File: config.mk
export PLATFORM = sky130hd
export DESIGN_NAME = sobel_edge_top
export DESIGN_NICKNAME = d
export VERILOG_FILES = /design/src/design/sobel_pkg.sv /design/src/design/sobel_edge_top.sv /design/src/design/stream_credit.sv /design/src/design/edge_combine.sv /design/src/design/gradient_y.sv /design/src/design/gradient_x.sv /design/src/design/window_regs.sv /design/src/design/line_buffer.sv
export SDC_FILE = /design/constraint.sdc
export NUM_CORES = 1
export LEC_CHECK = 0
export BUFFER_PORTS_ARGS = -buffer_cell sky130_fd_sc_hd__clkbuf_2
export CORE_AREA = 2 2 167 209
export CTS_BUF_LIST = sky130_fd_sc_hd__clkbuf_16
export CTS_CLUSTER_SIZE = 8
export DETAILED_ROUTE_END_ITERATION = 16
export DIE_AREA = 0 0 169 211
export PLACE_DENSITY = 0.63
export SETUP_SLACK_MARGIN = 0.1
export SYNTH_ARGS = -nofsm -noshare
export SYNTH_HDL_FRONTEND = slang
export SYNTH_SLANG_ARGS = --single-unit
File: constraint.sdc
create_clock -name clk -period 8.1 [get_ports clk]
set_clock_uncertainty 0.2 [all_clocks]
set_input_delay 0.405 -clock clk [delete_from_list [all_inputs] [get_ports clk]]
set_output_delay 0.405 -clock clk [all_outputs]
set_load 0.01 [all_outputs]
File: src/design/sobel_pkg.sv
package sobel_pkg;

    // Grey pixel width of the input stream.
    localparam int PIXEL_WIDTH = 8;

    // Pixels per image line. This is also the tap distance of the line buffer.
    localparam int LINE_WIDTH = 16;

    // Depth of the line buffer delay chain, two full lines.
    localparam int TAP_DEPTH = 2 * LINE_WIDTH;

    // Signed gradient width, enough for +/-1020.
    localparam int GRAD_WIDTH = 11;

    // Width of the sum of two absolute gradients before saturation.
    localparam int SUM_WIDTH = GRAD_WIDTH + 1;

    // Output magnitude width and its saturation value.
    localparam int MAG_WIDTH = 8;
    localparam int MAG_MAX = (1 << MAG_WIDTH) - 1;

    // The edge flag is set when the magnitude is strictly above this value.
    localparam int EDGE_THRESHOLD = 96;

    // Output slots owned by the consumer at reset.
    localparam int OUT_CREDITS = 4;

    // Counter width able to hold OUT_CREDITS.
    localparam int CREDIT_WIDTH = $clog2(OUT_CREDITS + 1);

endpackage
File: src/design/sobel_edge_top.sv
module sobel_edge_top
    import sobel_pkg::*;
(
    input  logic                   clk,
    input  logic                   rst_n,
    input  logic                   in_valid,
    input  logic [PIXEL_WIDTH-1:0] in_pixel,
    input  logic                   out_credit,
    output logic                   in_credit,
    output logic                   out_valid,
    output logic [MAG_WIDTH-1:0]   out_magnitude,
    output logic                   out_edge
);

    logic                         advance;
    logic                         grad_valid;
    logic [PIXEL_WIDTH-1:0]       tap_row0;
    logic [PIXEL_WIDTH-1:0]       tap_row1;
    logic [PIXEL_WIDTH-1:0]       tap_row2;
    logic [PIXEL_WIDTH-1:0]       win_00;
    logic [PIXEL_WIDTH-1:0]       win_01;
    logic [PIXEL_WIDTH-1:0]       win_02;
    logic [PIXEL_WIDTH-1:0]       win_10;
    logic [PIXEL_WIDTH-1:0]       win_11;
    logic [PIXEL_WIDTH-1:0]       win_12;
    logic [PIXEL_WIDTH-1:0]       win_20;
    logic [PIXEL_WIDTH-1:0]       win_21;
    logic [PIXEL_WIDTH-1:0]       win_22;
    logic signed [GRAD_WIDTH-1:0] grad_x;
    logic signed [GRAD_WIDTH-1:0] grad_y;

    stream_credit u_stream_credit (
        .clk        (clk),
        .rst_n      (rst_n),
        .in_valid   (in_valid),
        .out_credit (out_credit),
        .in_credit  (in_credit),
        .advance    (advance),
        .grad_valid (grad_valid)
    );

    line_buffer u_line_buffer (
        .clk      (clk),
        .rst_n    (rst_n),
        .advance  (advance),
        .pixel    (in_pixel),
        .tap_row0 (tap_row0),
        .tap_row1 (tap_row1),
        .tap_row2 (tap_row2)
    );

    window_regs u_window_regs (
        .clk      (clk), .rst_n (rst_n), .advance (advance),
        .tap_row0 (tap_row0), .tap_row1 (tap_row1), .tap_row2 (tap_row2),
        .win_00 (win_00), .win_01 (win_01), .win_02 (win_02),
        .win_10 (win_10), .win_11 (win_11), .win_12 (win_12),
        .win_20 (win_20), .win_21 (win_21), .win_22 (win_22)
    );

    gradient_x u_gradient_x (
        .clk    (clk), .rst_n (rst_n),
        .win_00 (win_00), .win_01 (win_01), .win_02 (win_02),
        .win_10 (win_10), .win_11 (win_11), .win_12 (win_12),
        .win_20 (win_20), .win_21 (win_21), .win_22 (win_22),
        .grad_x (grad_x)
    );

    gradient_y u_gradient_y (
        .clk    (clk), .rst_n (rst_n),
        .win_00 (win_00), .win_01 (win_01), .win_02 (win_02),
        .win_10 (win_10), .win_11 (win_11), .win_12 (win_12),
        .win_20 (win_20), .win_21 (win_21), .win_22 (win_22),
        .grad_y (grad_y)
    );

    edge_combine u_edge_combine (
        .clk           (clk),
        .rst_n         (rst_n),
        .grad_valid    (grad_valid),
        .grad_x        (grad_x),
        .grad_y        (grad_y),
        .out_valid     (out_valid),
        .out_magnitude (out_magnitude),
        .out_edge      (out_edge)
    );

endmodule

File: src/design/stream_credit.sv
module stream_credit
    import sobel_pkg::*;
(
    input  logic clk,
    input  logic rst_n,
    input  logic in_valid,
    input  logic out_credit,
    output logic in_credit,
    output logic advance,
    output logic grad_valid
);

    // Output slots not yet handed to the source as input grants.
    logic [CREDIT_WIDTH-1:0] credit_count;
    logic                    grant;
    logic                    win_valid;

    // A grant is only issued against a free output slot.
    assign grant = (credit_count != '0);

    always_ff @(posedge clk)
    begin
        if (!rst_n)
        begin
            credit_count <= CREDIT_WIDTH'(OUT_CREDITS);
            in_credit    <= 1'b0;
        end
        else
        begin
            credit_count <= credit_count - CREDIT_WIDTH'(grant) + CREDIT_WIDTH'(out_credit);
            in_credit    <= grant;
        end
    end

    // Every pixel the source sends is backed by a grant, so it is always taken.
    assign advance = in_valid;

    // The valid travels with the window stage, then with the gradient stage.
    always_ff @(posedge clk)
    begin
        if (!rst_n)
        begin
            win_valid  <= 1'b0;
            grad_valid <= 1'b0;
        end
        else
        begin
            win_valid  <= in_valid;
            grad_valid <= win_valid;
        end
    end

endmodule

File: src/design/edge_combine.sv
module edge_combine
    import sobel_pkg::*;
(
    input  logic                         clk,
    input  logic                         rst_n,
    input  logic                         grad_valid,
    input  logic signed [GRAD_WIDTH-1:0] grad_x,
    input  logic signed [GRAD_WIDTH-1:0] grad_y,
    output logic                         out_valid,
    output logic [MAG_WIDTH-1:0]         out_magnitude,
    output logic                         out_edge
);

    logic [GRAD_WIDTH-1:0] abs_x;
    logic [GRAD_WIDTH-1:0] abs_y;
    logic [SUM_WIDTH-1:0]  abs_sum;
    logic [MAG_WIDTH-1:0]  mag_sat;
    logic                  edge_hit;

    // Gradients stay within +/-1020, so negation never overflows.
    assign abs_x = grad_x[GRAD_WIDTH-1] ? GRAD_WIDTH'(-grad_x) : GRAD_WIDTH'(grad_x);
    assign abs_y = grad_y[GRAD_WIDTH-1] ? GRAD_WIDTH'(-grad_y) : GRAD_WIDTH'(grad_y);

    assign abs_sum = SUM_WIDTH'(abs_x) + SUM_WIDTH'(abs_y);

    assign mag_sat = (abs_sum > SUM_WIDTH'(MAG_MAX)) ? MAG_WIDTH'(MAG_MAX)
                                                       : abs_sum[MAG_WIDTH-1:0];

    assign edge_hit = (mag_sat > MAG_WIDTH'(EDGE_THRESHOLD));

    always_ff @(posedge clk)
    begin
        if (!rst_n)
        begin
            out_valid     <= 1'b0;
            out_magnitude <= '0;
            out_edge      <= 1'b0;
        end
        else
        begin
            out_valid     <= grad_valid;
            out_magnitude <= mag_sat;
            out_edge      <= edge_hit;
        end
    end

endmodule

File: src/design/gradient_y.sv
module gradient_y
    import sobel_pkg::*;
(
    input  logic                         clk,
    input  logic                         rst_n,
    input  logic [PIXEL_WIDTH-1:0]       win_00,
    input  logic [PIXEL_WIDTH-1:0]       win_01,
    input  logic [PIXEL_WIDTH-1:0]       win_02,
    input  logic [PIXEL_WIDTH-1:0]       win_10,
    input  logic [PIXEL_WIDTH-1:0]       win_11,
    input  logic [PIXEL_WIDTH-1:0]       win_12,
    input  logic [PIXEL_WIDTH-1:0]       win_20,
    input  logic [PIXEL_WIDTH-1:0]       win_21,
    input  logic [PIXEL_WIDTH-1:0]       win_22,
    output logic signed [GRAD_WIDTH-1:0] grad_y
);

    logic signed [GRAD_WIDTH-1:0] bottom_sum;
    logic signed [GRAD_WIDTH-1:0] top_sum;

    // Weights 1, 2, 1 across the columns of the newest and oldest rows.
    // The middle row has zero weight in the vertical kernel.
    assign bottom_sum = GRAD_WIDTH'(win_20) + (GRAD_WIDTH'(win_21) << 1) + GRAD_WIDTH'(win_22);
    assign top_sum    = GRAD_WIDTH'(win_00) + (GRAD_WIDTH'(win_01) << 1) + GRAD_WIDTH'(win_02);

    always_ff @(posedge clk)
    begin
        if (!rst_n)
        begin
            grad_y <= '0;
        end
        else
        begin
            grad_y <= bottom_sum - top_sum;
        end
    end

endmodule

File: src/design/gradient_x.sv
module gradient_x
    import sobel_pkg::*;
(
    input  logic                         clk,
    input  logic                         rst_n,
    input  logic [PIXEL_WIDTH-1:0]       win_00,
    input  logic [PIXEL_WIDTH-1:0]       win_01,
    input  logic [PIXEL_WIDTH-1:0]       win_02,
    input  logic [PIXEL_WIDTH-1:0]       win_10,
    input  logic [PIXEL_WIDTH-1:0]       win_11,
    input  logic [PIXEL_WIDTH-1:0]       win_12,
    input  logic [PIXEL_WIDTH-1:0]       win_20,
    input  logic [PIXEL_WIDTH-1:0]       win_21,
    input  logic [PIXEL_WIDTH-1:0]       win_22,
    output logic signed [GRAD_WIDTH-1:0] grad_x
);

    logic signed [GRAD_WIDTH-1:0] right_sum;
    logic signed [GRAD_WIDTH-1:0] left_sum;

    // Weights 1, 2, 1 down the rows of the newest and oldest columns.
    // The middle column has zero weight in the horizontal kernel.
    assign right_sum = GRAD_WIDTH'(win_02) + (GRAD_WIDTH'(win_12) << 1) + GRAD_WIDTH'(win_22);
    assign left_sum  = GRAD_WIDTH'(win_00) + (GRAD_WIDTH'(win_10) << 1) + GRAD_WIDTH'(win_20);

    always_ff @(posedge clk)
    begin
        if (!rst_n)
        begin
            grad_x <= '0;
        end
        else
        begin
            grad_x <= right_sum - left_sum;
        end
    end

endmodule

File: src/design/window_regs.sv
module window_regs
    import sobel_pkg::*;
(
    input  logic                   clk,
    input  logic                   rst_n,
    input  logic                   advance,
    input  logic [PIXEL_WIDTH-1:0] tap_row0,
    input  logic [PIXEL_WIDTH-1:0] tap_row1,
    input  logic [PIXEL_WIDTH-1:0] tap_row2,
    output logic [PIXEL_WIDTH-1:0] win_00,
    output logic [PIXEL_WIDTH-1:0] win_01,
    output logic [PIXEL_WIDTH-1:0] win_02,
    output logic [PIXEL_WIDTH-1:0] win_10,
    output logic [PIXEL_WIDTH-1:0] win_11,
    output logic [PIXEL_WIDTH-1:0] win_12,
    output logic [PIXEL_WIDTH-1:0] win_20,
    output logic [PIXEL_WIDTH-1:0] win_21,
    output logic [PIXEL_WIDTH-1:0] win_22
);

    // Row 0 is the oldest line, so it is fed from the two-lines-back tap.
    // Column 2 takes the newest pixel and the older columns move towards 0.
    always_ff @(posedge clk)
    begin
        if (!rst_n)
        begin
            win_00 <= '0;
            win_01 <= '0;
            win_02 <= '0;
            win_10 <= '0;
            win_11 <= '0;
            win_12 <= '0;
            win_20 <= '0;
            win_21 <= '0;
            win_22 <= '0;
        end
        else if (advance)
        begin
            win_00 <= win_01;
            win_01 <= win_02;
            win_02 <= tap_row2;
            win_10 <= win_11;
            win_11 <= win_12;
            win_12 <= tap_row1;
            win_20 <= win_21;
            win_21 <= win_22;
            win_22 <= tap_row0;
        end
    end

endmodule

File: src/design/line_buffer.sv
module line_buffer
    import sobel_pkg::*;
(
    input  logic                   clk,
    input  logic                   rst_n,
    input  logic                   advance,
    input  logic [PIXEL_WIDTH-1:0] pixel,
    output logic [PIXEL_WIDTH-1:0] tap_row0,
    output logic [PIXEL_WIDTH-1:0] tap_row1,
    output logic [PIXEL_WIDTH-1:0] tap_row2
);

    // Element i holds the pixel accepted i+1 advances ago.
    logic [PIXEL_WIDTH-1:0] chain [TAP_DEPTH];

    always_ff @(posedge clk)
    begin
        if (!rst_n)
        begin
            for (int i = 0; i < TAP_DEPTH; i++)
            begin
                chain[i] <= '0;
            end
        end
        else if (advance)
        begin
            chain[0] <= pixel;
            for (int i = 1; i < TAP_DEPTH; i++)
            begin
                chain[i] <= chain[i-1];
            end
        end
    end

    // The current pixel is the row 0 tap without any delay.
    assign tap_row0 = pixel;

    // One full line back.
    assign tap_row1 = chain[LINE_WIDTH-1];

    // Two full lines back.
    assign tap_row2 = chain[TAP_DEPTH-1];

endmodule

==> results_dict.tcl, run 1 <==
set metrics [dict create \
    status "completed" \
    yosysWarnings 0 \
    post_cts_buffers 0 \
    grt_pass1_wl_um 47500 \
    crit_fanout 4 \
    p_sw_share_pct 27.1 \
    yosys-top-cells-area "edfxtp_1, dfxtp_1, and3_1" \
    cp.arrival_ns 4.74 \
    die_w_um 169 \
    final-setup-viol-count 0 \
    clock-root-buffer "clkbuf_16" \
    multiInputGateArea_um2 6200 \
    remaining_drc_errors 0 \
    cts.sinks 366 \
    routedWlPerCell_um 15.6 \
    antenna_found_initial 0 \
    syn-cell-area_um2 16600 \
    power_density_nw_per_um2 282 \
    nets 1456 \
    hold_path.class "in -> reg" \
    clkLatencyLatePin_ns 0.56 \
    io_buffers 22 \
    dpl.hpwl_um 16800 \
    final_cell_mix "edfxtp_1, and3_1, and2_1" \
    critPathCaptureType "register" \
    ys_ff_latch 366 \
    clkPwrFrac_pct 36.6 \
    yosysSeqAreaShare_pct 59.5 \
    ys.flop_type "edfxtp_1" \
    startpoint_type "register" \
    worst_pin_slew_ns 1.03 \
    vdd_ir_drop_max_mv 0.163 \
    grt_pass1_vias 9531 \
    drtIter0Drc 552 \
    leakagePower_nw 8.42 \
    boundaryPins 23 \
    cts_hold_buf 2 \
    cap_viol_max_count 0 \
    gp_congestion 0.869 \
    wl_um 28100 \
    htreeDepth 2 \
    synth_area_leader_cell "edfxtp_1" \
    p_sw_mw 1.42 \
    synthCells 1317 \
    syn_nets 1439 \
    synth_edf_count 256 \
    fmax_ghz 0.222 \
    die_area_um2 35700 \
    p_seq_share_pct 43.2 \
    top_layer_used "met4" \
    clkTransAtPathRegs_ns 0.05 \
    drt_first_pass_iters 5 \
    path_class "reg -> reg" \
    final_common_cell "edfxtp_1" \
    critical_path_required_ns 8.34 \
    p_comb_share_pct 20.3 \
    ys_types 53 \
    die_height_um 211 \
    final_hold_viol_count 0 \
    cts_tree "done" \
    final_max_slew_viol_count 0 \
    grtUsageTotal_pct 16.4 \
    ctsResizeCount 0 \
    fin_tns_setup_ns 0 \
    met1_length_um 13000 \
    grt-ovfl-total 0 \
    grt_start_max_net_pins 171 \
    total_power_mw 5.24 \
    relSlewSlack_pct 31.7 \
    period_needed_ns 4.49 \
    wl_met3_um 843 \
    met2_length_um 13300 \
    rows 75 \
    vias 9457 \
    post_drt_via_cell_ratio 5.27 \
    syn_area_per_cell_um2 12.6 \
    drive_gt1_share_pct 6.85 \
    detail-route-antenna-nets 0 \
    initial_utilization_pct 49.5 \
    clock_path_buffers 3 \
    finalCritPeriodShare_pct 55.5 \
    netlist.area_leader.share_pct 46.2 \
    cts_buffers 51 \
    p_int_mw 3.82 \
    antenna_cells 0 \
    n_fill_cell 2836 \
    core_area_um2 33600 \
    synthArstFlopShare_pct 0 \
    regArea_um2 9890 \
    area_growth_pct 11.6 \
    rsz0062_at_grt "false" \
    r2r_slack_ns 3.61 \
]
[worst paths after layout]
kind                                                      startpoint                                    end  cells after the start
worst max-delay path            u_window_regs.win_00[1]$_SDFFE_PN0P_     u_gradient_y.grad_y[10]$_SDFF_PN0_                     17
worst min-delay path                                     in_pixel[2]   u_window_regs.win_22[2]$_SDFFE_PN0P_                      3
worst max register to register  u_window_regs.win_00[1]$_SDFFE_PN0P_     u_gradient_y.grad_y[10]$_SDFF_PN0_                     17
worst min register to register  u_stream_credit.win_valid$_SDFF_PN0_  u_stream_credit.grad_valid$_SDFF_PN0_                      1
[per-layer routing]
layer / vias up / global-route usage, %
met2: 111 / 26.5
met4: 0 / 6.42
met5: - / 0
met1: 4605 / 22.3
met3: 63 / 2.90
li1: 4678 / -
[cell families (layout without fill, tap and decap cells)]
logic type,Yosys count,count (layout),synth area share [%]
muxes,64,64,3.88
adders and majority gates,110,110,9.99
DFF,366,366,59.5
buffers and inverters,135,190,3.21
and+or+nand+nor,462,462,15.4
AOI/OAI and AO/OA,130,130,5.44
xor gates and xnor gates,50,50,2.63
[cells in the mapped netlist, types with 4 or more instances]
cell type  count
a211oi_1       6
a21boi_0       7
a21o_1        29
a21oi_1       22
and2_1       119
and3_1       145
clkbuf_1      59
dfxtp_1      110
edfxtp_1     256
fa_1          38
ha_1          72
inv_1         69
mux2i_1       61
nand2_1       28
nand2b_1      11
nor2_1       107
nor2b_1       14
nor3_1        14
o21a_1         8
o21ai_0       19
o31a_1        10
o31ai_1        8
o41ai_1        4
or3_1          8
xnor2_1       34
xor2_1        16
[worst max-delay path: stages (launching register included)]
cell      delay, ns
dfxtp_1        0.35
ha_1           0.19
inv_1          0.06
fa_1           0.40
nor2b_1        0.12
o21ai_0        0.10
a21boi_0       0.40
o21ai_0        0.16
a21boi_0       0.26
nor2_1         0.11
fa_1           0.50
inv_1          0.05
fa_1           0.45
ha_1           0.35
o21ai_0        0.17
a21oi_1        0.09
o21ai_0        0.08
mux2_2         0.35
[power by group through the flow]
stage | clock [mW] | combinational (mW) | sequential, mW
5_1_grt | 2.05 | 1.21 | 2.28
3_5_place_dp | 0 | 1.06 | 2.30
4_1_cts | 1.98 | 1.08 | 2.26
3_3_place_gp | 0 | 1.05 | 2.30
6_report | 1.92 | 1.06 | 2.26
2_1_floorplan | 0 | 0.882 | 2.29
[state kept, by name (all words and copies together), names as in the netlist, 3 cells and up]
signal	flops
u_window_regs.win_12	8
u_window_regs.win_02	8
u_gradient_y.grad_y	11
u_stream_credit.credit_count	3
u_line_buffer.chain	256
u_edge_combine.out_magnitude	8
u_window_regs.win_00	8
u_window_regs.win_11	8
u_window_regs.win_20	8
u_window_regs.win_22	8
u_gradient_x.grad_x	11
u_window_regs.win_10	8
u_window_regs.win_01	8
u_window_regs.win_21	8
[metrics by stage]
| stage | hold WS (ns) | worst slack (ns) | cells | utilization [%] | cell area, µm² |
|---|---|---|---|---|---|
| final | 0.0278 | 3.61 | 1795 | 55.3 | 18600 |
| after floorplan | 0.212 | 1.33 | 1317 | - | 16600 |
| after global routing | 0.0341 | 3.28 | 1795 | 55.3 | 18600 |
| after detailed placement | 0.221 | 3.59 | 1702 | 50.8 | 17100 |
| after CTS | 0.0124 | 3.58 | 1795 | 55.3 | 18600 |
| after global placement | 0.221 | 3.64 | 1702 | 50.8 | 17100 |
[cell type report]
| cell class | count | share of cell area (%) |
|---|---|---|
| sequential | 366 | 53.3 |
| timing repair buffer | 30 | 1.01 |
| inverter | 69 | 1.44 |
| multi-input combinational | 816 | 33.4 |
| clock buffer | 53 | 7.15 |
| clock inverter | 38 | 0.856 |
| tap | 423 | 2.85 |
(Power assumes the default switching activity.)
==> run 2, diff against run 1 <==
clock period = 4.51 ns   (was 8.1 ns; I/O delays follow)
==> run 2 against run 1 <==
Compared with the run above:
- design area grew 1.2%
- via count grew 0.53%
- register-to-register slack got worse by 3.3 ns
- global-route usage rose by 0.13 points
- maximum frequency up 5.8%
- critical path depth shrank 3
- clock power up 77%
- first-iteration DRC count is 2.7% higher
- clock-buffer cell count decreased by 2
- sequential power is 80% higher
- core utilization up 0.66 points
- largest cell class unchanged
- largest power group unchanged
- highest routed layer unchanged
==> results_dict.tcl, run 2 (same netlist as run 1, synthesis figures left out) <==
set metrics [dict create \
    grt-ovfl-total 0 \
    path_class "reg -> reg" \
    relSlewSlack_pct 37.5 \
    startpoint_type "register" \
    p_seq_share_pct 43.2 \
    final_max_slew_viol_count 0 \
    die_area_um2 35700 \
    place_area_um2 17200 \
    cap_viol_max_count 0 \
    final-setup-viol-count 0 \
    r2r_slack_ns 0.26 \
    period_needed_ns 4.25 \
    worst_pin_slew_ns 0.937 \
    drtIter0Drc 567 \
    fin_tns_setup_ns 0 \
    die_height_um 211 \
    clkPwrFrac_pct 36.2 \
    vias 9507 \
    grt_pass1_wl_um 47700 \
    cp.arrival_ns 4.50 \
    drive_gt1_share_pct 8.51 \
    antenna_found_initial 0 \
    core_area_um2 33600 \
    gp_congestion 0.843 \
    clkLatencyLatePin_ns 0.57 \
    rows 75 \
    hold_path.class "in -> reg" \
    reg.largest.list "u_line_buffer.chain x256, u_gradient_x.grad_x x11, u_gradient_y.grad_y x11" \
    fin_util_pct 55.9 \
    clock_path_buffers 3 \
    wl_um 28500 \
    cts_tree "done" \
    cts.sinks 366 \
    clock-root-buffer "clkbuf_16" \
    critical_path_required_ns 4.77 \
    htreeDepth 2 \
    grt_pass1_vias 9522 \
    top_register "u_line_buffer.chain" \
    post_drt_via_cell_ratio 5.26 \
    nets 1474 \
    final_area_um2 18800 \
    fmax_ghz 0.235 \
    clkTransAtPathRegs_ns 0.05 \
    io_buffers 22 \
    grtUsageTotal_pct 16.6 \
    area_growth_pct 13.0 \
    leakagePower_nw 8.48 \
    antenna_cells 0 \
    rsz0062_at_grt "true" \
    final_common_cell "edfxtp_1" \
    power_density_nw_per_um2 500 \
    grt_start_max_net_pins 134 \
    vdd_ir_drop_max_mv 0.299 \
    critPathCaptureType "register" \
    final_hold_viol_count 0 \
    routedWlPerCell_um 15.7 \
    cts_buffers 51 \
    post_cts_buffers 0 \
    detail-route-antenna-nets 0 \
    finalCritPeriodShare_pct 94.2 \
    largest_register_ff_count 256 \
    drt_first_pass_iters 4 \
    fin_ws_ns 0.262 \
    remaining_drc_errors 0 \
    p_sw_mw 2.57 \
    crit_fanout 4 \
    dpl.hpwl_um 17500 \
    initial_utilization_pct 49.5 \
    p_int_mw 6.82 \
    status "completed" \
    p_sw_share_pct 27.4 \
    place_ws_ns -0.0707 \
    p_comb_share_pct 20.6 \
    boundaryPins 23 \
    die_w_um 169 \
    final_cell_mix "edfxtp_1, and3_1, and2_1" \
]
## run 2: final cells by class
| class | count | area [µm²] |
|---|---|---|
| clock inverters | 36 | 179 |
| clock buffers | 51 | 1280 |
| fillers | 2871 | 14800 |
| multi-input cells | 816 | 6260 |
| well taps | 423 | 529 |
| repair buffers | 48 | 380 |
| flip-flops and latches | 366 | 9890 |
| inverters | 69 | 263 |
## run 2: worst paths after layout
path / from / end / cells after the start
worst max-delay path: u_window_regs.win_00[1]$_SDFFE_PN0P_ / u_gradient_y.grad_y[10]$_SDFF_PN0_ / 14
worst max register to register: u_window_regs.win_00[1]$_SDFFE_PN0P_ / u_gradient_y.grad_y[10]$_SDFF_PN0_ / 14
worst min register to register: u_stream_credit.win_valid$_SDFF_PN0_ / u_stream_credit.grad_valid$_SDFF_PN0_ / 1
worst min-delay path: rst_n / u_line_buffer.chain[1][5]$_SDFFCE_PN0P_ / 2
## run 2: repair_timing
item / 4_1_cts / 5_1_grt
endpoints found under the hold margin: 23 / 0
pin swaps: 1 / 5
setup endpoints to repair: 3 / 7
hold buffers: 10 / 0
gates resized for setup: 2 / 18
## run 2: per-stage QoR
stage	cells	power, mW	hold slack (ns)
floorplan	1317	5.70	0.212
global placement	1712	6.01	0.220
detailed placement	1712	6.04	0.218
CTS	1809	9.49	0.0556
global route	1809	9.93	0.0851
finish	1809	9.39	0.0603
## run 2: power by group through the flow
stage | clock network [mW] | logic [mW] | registers [mW]
after detailed placement | 0 | 1.92 | 4.13
after global routing | 3.64 | 2.19 | 4.09
after global placement | 0 | 1.89 | 4.12
after floorplan | 0 | 1.59 | 4.11
after CTS | 3.49 | 1.94 | 4.06
final | 3.40 | 1.94 | 4.06
## run 2: critical path, cell delays in order, from the launching register on
cell and delay [ns]:
dfxtp_1 0.37, ha_2 0.21, inv_1 0.05, fa_1 0.47, inv_1 0.05, fa_1 0.50
inv_1 0.05, fa_1 0.47, ha_1 0.34, nor2b_1 0.15, o21ai_0 0.27, a21boi_1 0.19
o31a_1 0.29, o21ai_0 0.19, mux2_2 0.35
## run 2: metal layers
metal  wire length [µm]  vias to the layer above  share of wire [%]  GRT usage, %
li1                   -                     4706                  -             -
met1              12700                     4609                 45          21.9
met2              13800                      123                 49          27.3
met3               1090                       69                3.8          3.07
met4                873                        0                3.1          6.25
met5                  0                        -                  0             0
